$ cat config.mk
export PLATFORM = sky130hd
export DESIGN_NAME = mips_core
export DESIGN_NICKNAME = d
export VERILOG_FILES = /design/src/common/mips_pkg.sv /design/src/decode/reg_file.sv /design/src/decode/inst_decoder.sv /design/src/hw/alu_exec.sv /design/src/hw/result_stage.sv /design/src/hw/mips_core.sv
export VERILOG_INCLUDE_DIRS = /design/src /design/src/common
export SDC_FILE = /design/constraint.sdc
export NUM_CORES = 2
export LEC_CHECK = 0
export BUFFER_PORTS_ARGS = -buffer_cell sky130_fd_sc_hd__buf_2
export CAP_MARGIN = 20
export CORE_ASPECT_RATIO = 1.2
export CORE_MARGIN = 2
export CORE_UTILIZATION = 35
export CTS_CLUSTER_DIAMETER = 60
export CTS_CLUSTER_SIZE = 12
export DETAILED_ROUTE_END_ITERATION = 8
export PLACE_DENSITY = 0.6
export SETUP_SLACK_MARGIN = 0.3
export SLEW_MARGIN = 20
export SYNTH_ARGS = -nofsm -noshare
export SYNTH_HDL_FRONTEND = slang
export SYNTH_SLANG_ARGS = --single-unit
$ cat constraint.sdc
create_clock -name clk_i -period 11.9 [get_ports clk_i]
set_clock_uncertainty 0.05 [all_clocks]
set_input_delay 1.19 -clock clk_i [delete_from_list [all_inputs] [get_ports clk_i]]
set_output_delay 1.19 -clock clk_i [all_outputs]
set_load 0.05 [all_outputs]
$ cat src/common/mips_macros.svh
`ifndef MIPS_MACROS_SVH
`define MIPS_MACROS_SVH

`define MIPS_XLEN     32
`define MIPS_REG_AW   5
`define MIPS_NREGS    32
`define MIPS_REG_ZERO 5'd0

// major opcodes
`define OP_SPECIAL 6'b000000
`define OP_ORI     6'b001101
`define OP_ANDI    6'b001100
`define OP_XORI    6'b001110
`define OP_LUI     6'b001111
`define OP_ADDIU   6'b001001
`define OP_SLTI    6'b001010
`define OP_SLTIU   6'b001011

// special function codes
`define FN_OR   6'b100101
`define FN_AND  6'b100100
`define FN_XOR  6'b100110
`define FN_NOR  6'b100111
`define FN_SLL  6'b000000
`define FN_SRL  6'b000010
`define FN_SRA  6'b000011
`define FN_SLLV 6'b000100
`define FN_SRLV 6'b000110
`define FN_SRAV 6'b000111
`define FN_ADDU 6'b100001
`define FN_SUBU 6'b100011
`define FN_SLT  6'b101010
`define FN_SLTU 6'b101011

`endif

$ cat src/common/mips_pkg.sv
`include "mips_macros.svh"

package mips_pkg;

  typedef logic [`MIPS_XLEN-1:0]   word_t;
  typedef logic [`MIPS_REG_AW-1:0] reg_addr_t;

  typedef enum logic [3:0] {
    ALU_OR,
    ALU_AND,
    ALU_XOR,
    ALU_NOR,
    ALU_SLL,
    ALU_SRL,
    ALU_SRA,
    ALU_ADDU,
    ALU_SUBU,
    ALU_SLT,
    ALU_SLTU,
    ALU_NOP
  } alu_op_e;

  // result group picked in execute
  typedef enum logic [1:0] {
    SEL_NOP,
    SEL_LOGIC,
    SEL_SHIFT,
    SEL_ARITH
  } alu_sel_e;

  // shifts put the amount in opnd1 and the value in opnd2
  typedef struct packed {
    logic      valid;
    logic      illegal;
    alu_op_e   alu_op;
    alu_sel_e  alu_sel;
    logic      wreg;
    reg_addr_t wd;
    word_t     opnd1;
    word_t     opnd2;
  } ex_req_t;

  typedef struct packed {
    logic      valid;
    logic      illegal;
    logic      wreg;
    reg_addr_t wd;
    word_t     wdata;
  } wb_req_t;

  typedef struct packed {
    logic      wreg;
    reg_addr_t wd;
    word_t     wdata;
  } fwd_t;

endpackage

$ cat src/decode/reg_file.sv
`timescale 1ns/10ps
`include "mips_macros.svh"

module reg_file
  import mips_pkg::*;
(
  input  logic      clk_i,
  input  logic      arst_n_i,
  input  reg_addr_t rs_addr_i,
  input  reg_addr_t rt_addr_i,
  output word_t     rs_data_o,
  output word_t     rt_data_o,
  input  logic      we_i,
  input  reg_addr_t waddr_i,
  input  word_t     wdata_i
);

  word_t regs [`MIPS_NREGS];

  always_ff @(posedge clk_i or negedge arst_n_i) begin
    if (!arst_n_i) begin
      for (int i = 0; i < `MIPS_NREGS; i++) begin
        regs[i] <= '0;
      end
    end else if (we_i && (waddr_i != `MIPS_REG_ZERO)) begin
      regs[waddr_i] <= wdata_i;
    end
  end

  // r0 is hardwired
  assign rs_data_o = (rs_addr_i == `MIPS_REG_ZERO) ? '0 : regs[rs_addr_i];
  assign rt_data_o = (rt_addr_i == `MIPS_REG_ZERO) ? '0 : regs[rt_addr_i];

endmodule

$ cat src/decode/inst_decoder.sv
`timescale 1ns/10ps
`include "mips_macros.svh"

module inst_decoder
  import mips_pkg::*;
(
  input  logic      clk_i,
  input  logic      arst_n_i,
  input  logic      inst_valid_i,
  input  word_t     inst_i,
  output reg_addr_t rs_addr_o,
  output reg_addr_t rt_addr_o,
  input  word_t     rs_data_i,
  input  word_t     rt_data_i,
  input  fwd_t      ex_fwd_i,
  input  fwd_t      wb_fwd_i,
  output ex_req_t   ex_req_o
);

  logic [5:0]  op;
  reg_addr_t   rs;
  reg_addr_t   rt;
  reg_addr_t   rd;
  logic [4:0]  shamt;
  logic [5:0]  funct;
  logic [15:0] imm;

  word_t    imm_zext;
  word_t    imm_sext;
  word_t    imm_lui;
  word_t    imm_shamt;
  word_t    imm_fnl;
  alu_op_e  fn_op;
  alu_op_e  alu_op;
  alu_sel_e alu_sel;
  reg_addr_t wd;
  logic     legal;
  logic     rs_re;
  logic     rt_re;
  ex_req_t  ex_req_d;

  assign op    = inst_i[31:26];
  assign rs    = inst_i[25:21];
  assign rt    = inst_i[20:16];
  assign rd    = inst_i[15:11];
  assign shamt = inst_i[10:6];
  assign funct = inst_i[5:0];
  assign imm   = inst_i[15:0];

  assign imm_zext  = {16'h0, imm};
  assign imm_sext  = {{16{imm[15]}}, imm};
  assign imm_lui   = {imm, 16'h0};
  assign imm_shamt = {27'h0, shamt};

  assign rs_addr_o = rs;
  assign rt_addr_o = rt;

  // variable and immediate shifts share one op
  always_comb begin
    case (funct)
      `FN_OR:             fn_op = ALU_OR;
      `FN_AND:            fn_op = ALU_AND;
      `FN_XOR:            fn_op = ALU_XOR;
      `FN_NOR:            fn_op = ALU_NOR;
      `FN_SLL, `FN_SLLV:  fn_op = ALU_SLL;
      `FN_SRL, `FN_SRLV:  fn_op = ALU_SRL;
      `FN_SRA, `FN_SRAV:  fn_op = ALU_SRA;
      `FN_ADDU:           fn_op = ALU_ADDU;
      `FN_SUBU:           fn_op = ALU_SUBU;
      `FN_SLT:            fn_op = ALU_SLT;
      `FN_SLTU:           fn_op = ALU_SLTU;
      default:            fn_op = ALU_NOP;
    endcase
  end

  always_comb begin
    legal   = 1'b0;
    alu_op  = ALU_NOP;
    alu_sel = SEL_NOP;
    rs_re   = 1'b0;
    rt_re   = 1'b0;
    wd      = rd;
    imm_fnl = '0;
    case (op)
      `OP_SPECIAL: begin
        alu_op = fn_op;
        rt_re  = 1'b1;
        case (funct)
          `FN_OR, `FN_AND, `FN_XOR, `FN_NOR: begin
            alu_sel = SEL_LOGIC;
            rs_re   = 1'b1;
            legal   = (shamt == 5'd0);
          end
          `FN_ADDU, `FN_SUBU, `FN_SLT, `FN_SLTU: begin
            alu_sel = SEL_ARITH;
            rs_re   = 1'b1;
            legal   = (shamt == 5'd0);
          end
          `FN_SLLV, `FN_SRLV, `FN_SRAV: begin
            alu_sel = SEL_SHIFT;
            rs_re   = 1'b1;
            legal   = (shamt == 5'd0);
          end
          `FN_SLL, `FN_SRL, `FN_SRA: begin
            alu_sel = SEL_SHIFT;
            imm_fnl = imm_shamt;
            legal   = (rs == `MIPS_REG_ZERO);
          end
          default: ;
        endcase
      end
      `OP_ORI, `OP_ANDI, `OP_XORI: begin
        alu_op  = (op == `OP_ORI) ? ALU_OR : (op == `OP_ANDI) ? ALU_AND : ALU_XOR;
        alu_sel = SEL_LOGIC;
        rs_re   = 1'b1;
        imm_fnl = imm_zext;
        wd      = rt;
        legal   = 1'b1;
      end
      // both operands take the immediate, or of equal values
      `OP_LUI: begin
        alu_op  = ALU_OR;
        alu_sel = SEL_LOGIC;
        imm_fnl = imm_lui;
        wd      = rt;
        legal   = 1'b1;
      end
      `OP_ADDIU, `OP_SLTI, `OP_SLTIU: begin
        alu_op  = (op == `OP_ADDIU) ? ALU_ADDU : (op == `OP_SLTI) ? ALU_SLT : ALU_SLTU;
        alu_sel = SEL_ARITH;
        rs_re   = 1'b1;
        imm_fnl = imm_sext;
        wd      = rt;
        legal   = 1'b1;
      end
      default: ;
    endcase
    if (!legal) begin
      alu_op  = ALU_NOP;
      alu_sel = SEL_NOP;
    end
  end

  function automatic word_t pick_operand(logic re, reg_addr_t addr, word_t rf_data,
                                         word_t imm_val, fwd_t exf, fwd_t wbf);
    word_t opnd;
    if (!re) begin
      opnd = imm_val;
    end else if (addr == `MIPS_REG_ZERO) begin
      opnd = '0;
    end else if (exf.wreg && (exf.wd == addr)) begin
      opnd = exf.wdata;
    end else if (wbf.wreg && (wbf.wd == addr)) begin
      opnd = wbf.wdata;
    end else begin
      opnd = rf_data;
    end
    return opnd;
  endfunction

  always_comb begin
    ex_req_d.valid   = inst_valid_i;
    ex_req_d.illegal = inst_valid_i & ~legal;
    ex_req_d.alu_op  = alu_op;
    ex_req_d.alu_sel = alu_sel;
    ex_req_d.wreg    = inst_valid_i & legal;
    ex_req_d.wd      = wd;
    ex_req_d.opnd1   = pick_operand(rs_re, rs, rs_data_i, imm_fnl, ex_fwd_i, wb_fwd_i);
    ex_req_d.opnd2   = pick_operand(rt_re, rt, rt_data_i, imm_fnl, ex_fwd_i, wb_fwd_i);
  end

  always_ff @(posedge clk_i or negedge arst_n_i) begin
    if (!arst_n_i) begin
      ex_req_o <= '0;
    end else begin
      ex_req_o <= ex_req_d;
    end
  end

  // an illegal instruction must never reach write-back with a write
  a_illegal_no_wreg: assert property (@(posedge clk_i) disable iff (!arst_n_i)
    !(ex_req_o.illegal && ex_req_o.wreg));

endmodule

$ cat src/hw/alu_exec.sv
`timescale 1ns/10ps

module alu_exec
  import mips_pkg::*;
(
  input  logic    clk_i,
  input  logic    arst_n_i,
  input  ex_req_t ex_req_i,
  output fwd_t    ex_fwd_o,
  output wb_req_t wb_req_o
);

  word_t      opnd1;
  word_t      opnd2;
  logic [4:0] sa;
  word_t      logic_res;
  word_t      shift_res;
  word_t      arith_res;
  word_t      result;

  assign opnd1 = ex_req_i.opnd1;
  assign opnd2 = ex_req_i.opnd2;
  assign sa    = opnd1[4:0];

  always_comb begin
    logic_res = '0;
    shift_res = '0;
    arith_res = '0;
    case (ex_req_i.alu_op)
      ALU_OR:   logic_res = opnd1 | opnd2;
      ALU_AND:  logic_res = opnd1 & opnd2;
      ALU_XOR:  logic_res = opnd1 ^ opnd2;
      ALU_NOR:  logic_res = ~(opnd1 | opnd2);
      ALU_SLL:  shift_res = opnd2 << sa;
      ALU_SRL:  shift_res = opnd2 >> sa;
      ALU_SRA:  shift_res = word_t'($signed(opnd2) >>> sa);
      ALU_ADDU: arith_res = opnd1 + opnd2;
      ALU_SUBU: arith_res = opnd1 - opnd2;
      ALU_SLT:  arith_res = {31'h0, $signed(opnd1) < $signed(opnd2)};
      ALU_SLTU: arith_res = {31'h0, opnd1 < opnd2};
      default: ;
    endcase
  end

  always_comb begin
    case (ex_req_i.alu_sel)
      SEL_LOGIC: result = logic_res;
      SEL_SHIFT: result = shift_res;
      SEL_ARITH: result = arith_res;
      default:   result = '0;
    endcase
  end

  // bypass for the instruction right behind
  assign ex_fwd_o.wreg  = ex_req_i.valid & ex_req_i.wreg;
  assign ex_fwd_o.wd    = ex_req_i.wd;
  assign ex_fwd_o.wdata = result;

  always_ff @(posedge clk_i or negedge arst_n_i) begin
    if (!arst_n_i) begin
      wb_req_o <= '0;
    end else begin
      wb_req_o.valid   <= ex_req_i.valid;
      wb_req_o.illegal <= ex_req_i.illegal;
      wb_req_o.wreg    <= ex_req_i.wreg;
      wb_req_o.wd      <= ex_req_i.wd;
      wb_req_o.wdata   <= result;
    end
  end

  // decode must tag every legal instruction with a result group
  a_legal_has_sel: assert property (@(posedge clk_i) disable iff (!arst_n_i)
    (ex_req_i.valid && !ex_req_i.illegal) |-> (ex_req_i.alu_sel != SEL_NOP));

endmodule

$ cat src/hw/result_stage.sv
`timescale 1ns/10ps
`include "mips_macros.svh"

module result_stage
  import mips_pkg::*;
(
  input  logic      clk_i,
  input  logic      arst_n_i,
  input  wb_req_t   wb_req_i,
  output fwd_t      wb_fwd_o,
  output logic      we_o,
  output reg_addr_t waddr_o,
  output word_t     wdata_o,
  output logic      wb_valid_o,
  output reg_addr_t wb_addr_o,
  output word_t     wb_data_o,
  output logic      illegal_o
);

  logic wr_en;

  // writes to r0 are dropped here
  assign wr_en = wb_req_i.valid & ~wb_req_i.illegal & wb_req_i.wreg &
                 (wb_req_i.wd != `MIPS_REG_ZERO);

  assign we_o    = wr_en;
  assign waddr_o = wb_req_i.wd;
  assign wdata_o = wb_req_i.wdata;

  assign wb_fwd_o.wreg  = wr_en;
  assign wb_fwd_o.wd    = wb_req_i.wd;
  assign wb_fwd_o.wdata = wb_req_i.wdata;

  assign wb_valid_o = wr_en;
  assign wb_addr_o  = wb_req_i.wd;
  assign wb_data_o  = wb_req_i.wdata;
  assign illegal_o  = wb_req_i.valid & wb_req_i.illegal;

  a_wb_addr_nonzero: assert property (@(posedge clk_i) disable iff (!arst_n_i)
    wb_valid_o |-> (wb_addr_o != `MIPS_REG_ZERO));

endmodule

$ cat src/hw/mips_core.sv
`timescale 1ns/10ps

module mips_core
  import mips_pkg::*;
(
  input  logic      clk_i,
  input  logic      arst_n_i,
  input  logic      inst_valid_i,
  input  word_t     inst_i,
  output logic      wb_valid_o,
  output reg_addr_t wb_addr_o,
  output word_t     wb_data_o,
  output logic      illegal_o
);

  reg_addr_t rs_addr;
  reg_addr_t rt_addr;
  word_t     rs_data;
  word_t     rt_data;
  ex_req_t   ex_req;
  wb_req_t   wb_req;
  fwd_t      ex_fwd;
  fwd_t      wb_fwd;
  logic      rf_we;
  reg_addr_t rf_waddr;
  word_t     rf_wdata;

  inst_decoder u_inst_decoder (
    .clk_i        (clk_i),
    .arst_n_i     (arst_n_i),
    .inst_valid_i (inst_valid_i),
    .inst_i       (inst_i),
    .rs_addr_o    (rs_addr),
    .rt_addr_o    (rt_addr),
    .rs_data_i    (rs_data),
    .rt_data_i    (rt_data),
    .ex_fwd_i     (ex_fwd),
    .wb_fwd_i     (wb_fwd),
    .ex_req_o     (ex_req)
  );

  reg_file u_reg_file (
    .clk_i     (clk_i),
    .arst_n_i  (arst_n_i),
    .rs_addr_i (rs_addr),
    .rt_addr_i (rt_addr),
    .rs_data_o (rs_data),
    .rt_data_o (rt_data),
    .we_i      (rf_we),
    .waddr_i   (rf_waddr),
    .wdata_i   (rf_wdata)
  );

  alu_exec u_alu_exec (
    .clk_i    (clk_i),
    .arst_n_i (arst_n_i),
    .ex_req_i (ex_req),
    .ex_fwd_o (ex_fwd),
    .wb_req_o (wb_req)
  );

  result_stage u_result_stage (
    .clk_i      (clk_i),
    .arst_n_i   (arst_n_i),
    .wb_req_i   (wb_req),
    .wb_fwd_o   (wb_fwd),
    .we_o       (rf_we),
    .waddr_o    (rf_waddr),
    .wdata_o    (rf_wdata),
    .wb_valid_o (wb_valid_o),
    .wb_addr_o  (wb_addr_o),
    .wb_data_o  (wb_data_o),
    .illegal_o  (illegal_o)
  );

endmodule

==> results.md <==
- PwrDens: a little over 100 nW/um^2
- Residual DRC: 0
- Die X: 411 um
- I/O Buffers: 73
- Hold Crit Class: reg -> reg
- Sequential share of the synthesized area: 41.1%
- WL final: 241 mm
- Setup Fix Bufs, Post-CTS: 0
- Die H: 492 um
- Final critical-path required period: 4.98 ns
- CP top delay family: compound AO/OA/AOI/OAI gates
- Clock buffer count from CTS: 107
- Max Cap Violations: 0
- Post-synthesis area per instance: 13.2 sq um
- Max Clk Rate: 201 MHz
- Yosys reg bits: 1142
- Total iterations of the first detailed-routing run: 6
- Clock tree buffer depth: 3
- Placed cells: 7491
- CTS Hold Bufs: 0
- Starting Density: a little over a third
- Area growth syn-to-layout: 7.83%
- First-pass GRT wire length: between 300 and 400 mm
- Clk root buf: clkbuf_16
- CP max stage cell: o41ai_1
- Fin Setup TNS: 0 ns
- Non-Filler Instances: 7616
- Detail Route Antenna Nets: 0
- Slew headroom: 19.6%
- Vias in the first global route: about 49000
- WS Path Type: reg -> reg
- Fillers: 18500
- RSZ-0062 raised after global routing: no
- Post-Syn Area: 69500 sq um
- Worst Setup End Kind: flip-flop
- Final setup vio count: 0
- Die Area: 202000 sq um
- Drt via density: 6.30
- Slew @ Worst Pin: 1.21 ns
- H-tree depth reported by CTS: 3
- Routability cong.: 1.05
- Nets@finish: 5115
- Cts repair resizes: 0
- Status: finished, final reports clean
- Ports: 74
- Antenna violations before repair: 9
- Max Slew Vio Count: 0
- FP Rows: 179
- Synth unique cells: between 90 and 100
- Layout cells sized above 1: between 40% and 50%
- Largest net degree at the start of global routing: between 150 and 200
- GRT Util Overall: 23.6%
- CP required: 12.43 ns
- Total number of vias: roughly 48000
- Post-synth net total: about 5400
- HPWL after detailed placement: between 150 and 200 mm
- Worst IR Drop VDD: 121 uV
- Leak Pwr: 32.9 nW
- Crit path cell chain: buf_4, inv_1, buf_4, ha_1, nand2b_1, a21oi_1, o41ai_1, o31ai_1, a21oi_1, o21ai_0, a211o_1, a31oi_1, o21ai_0
- WP buf/inv: 3
- Clock latency on the worst-skew pair: 0.77 ns
- Post-Synthesis Cells: approximately 5300
- Ratio of final minimum period to clock period: 41.8%
- Routed len/inst: approximately 32 um
- DR iter-0 viols: 5068
- Clock Sinks: ~1100
- Crit-path max FO: 41
- GRT overflow: 0
- Core area: 198000 sq um
- Final Hold Viols: 0
- Worst-path clk slew: 0.07 ns
- Dominant synthesized flop cell: dfrtp_1
- Critical path's largest stage delay: 0.86 ns
- Post-synth EDFFs: 0
- Syn. warnings: 0
- Synth async-reset ratio: 100%
- Util after Layout: between 30% and 40%
- CTS tree: yes
- Worst setup SP type: flip-flop
- WP data arrival: 5.51 ns
-- where the power goes --
group | total [W] | switching [W] | internal, W
clock | 0.00317 | 0.00153 | 0.00165
combinational | 0.000591 | 0.000405 | 0.000186
sequential | 0.00393 | 0.0000347 | 0.00389
-- routing by layer --
layer | vias to the layer above | GRT usage [%] | wire length (um)
met2 | 2099 | 38.1 | 115000
met4 | 2 | 11.5 | 13200
li1 | 19600 | - | -
met3 | 555 | 4.40 | 17800
met5 | - | 0 | 15
met1 | 25700 | 30.5 | 95400
-- layout make-up --
type,instances,area (sq um),area share [%]
tap,2624,3280,4.38
sequential,1142,28600,38.2
antenna,2,5.00,0.00668
timing repair buffer,181,1350,1.80
clock inverter,11,214,0.285
inverter,114,428,0.571
multi-input combinational,3430,38400,51.2
clock buffer,112,2730,3.64
-- cell families after synthesis --
logic type / count (synthesis) / synth area share (%)
buffers and inverters: 693 / 4.12
adders and majority gates: 104 / 1.89
muxes: 1840 / 40.3
DFF: 1142 / 41.1
xor gates and xnor gates: 26 / 0.328
AOI/OAI and AO/OA: 775 / 7.66
and+or+nand+nor: 685 / 4.58
-- final timing paths --
| kind | end | cells after the start | slack [ns] | startpoint |
|---|---|---|---|---|
| hold reg to reg | u_alu_exec.wb_req_o[38] | 0 | 0.30 | u_inst_decoder.ex_req_o[76] |
| min in group asynchronous | u_reg_file.regs[124] | 1 | 0.43 | arst_n_i |
| setup reg to reg | u_inst_decoder.ex_req_o[16] | 13 | 6.92 | u_inst_decoder.ex_req_o[34] |
| max in group asynchronous | u_alu_exec.wb_req_o[9] | 3 | 8.85 | arst_n_i |
| hold / removal | u_alu_exec.wb_req_o[38] | 0 | 0.30 | u_inst_decoder.ex_req_o[76] |
| setup / recovery | u_inst_decoder.ex_req_o[16] | 13 | 6.92 | u_inst_decoder.ex_req_o[34] |
-- synth_stat cells, drive strengths merged, types with 13 or more instances --
cell type	n	share of area, %
a211oi	76	0.82
a21o	25	0.27
a21oi	171	1.2
a221o	31	0.45
a31oi	18	0.18
and2	17	0.15
and3	13	0.12
buf	214	1.5
clkbuf	365	2.0
dfrtp	1142	41
ha	102	1.8
inv	112	0.60
mux2	1017	16
mux2i	157	2.3
mux4	666	22
nand2	222	1.2
nand2b	22	0.20
nand3	38	0.27
nand4	17	0.15
nor2	215	1.2
nor2b	39	0.35
nor3	42	0.30
o211ai	58	0.63
o21a	15	0.16
o21ai	156	1.1
o21bai	13	0.14
o221ai	31	0.39
o22ai	31	0.28
o31ai	20	0.22
xnor2	17	0.21
-- cells in the final DEF, fill, tap and decap left out, types with 15 or more instances in the layout --
cell type,Yosys,routed
a211oi_1,76,76
a21o_1,24,24
a21oi_1,171,171
a221o_1,30,30
a31oi_1,16,16
and2_1,16,16
buf_2,77,62
buf_4,42,103
clkbuf_16,0,108
dfrtp_1,1142,1124
dfrtp_2,0,16
ha_1,102,102
inv_1,109,108
mux2_2,1016,1016
mux2i_1,157,157
mux4_2,666,666
nand2_1,222,211
nand2b_1,22,22
nand3_1,38,34
nand4_1,17,17
nor2_1,215,202
nor2b_1,39,39
nor3_1,42,35
o211ai_1,58,58
o21a_1,15,15
o21ai_0,154,153
o221ai_1,31,31
o22ai_1,31,31
o31ai_1,20,20
xnor2_1,17,17
-- registers in the layout, summed over array words and instances (netlist names) --
signal	count
u_reg_file.regs	1024
u_alu_exec.wb_req_o	40
u_inst_decoder.ex_req_o	78
-- stage by stage --
step           power, W  hold slack [ns]  setup WS (ns)  area [sq um]
2_1_floorplan   0.00433            0.281           7.92         69500
3_3_place_gp    0.00459            0.289           6.37         72000
3_5_place_dp    0.00459            0.287           6.34         72000
4_1_cts         0.00776            0.301           7.11         74900
5_1_grt         0.00794            0.305           6.73         75000
6_report        0.00769            0.300           6.92         75000
Note: power is estimated with default switching activity, not from simulation.
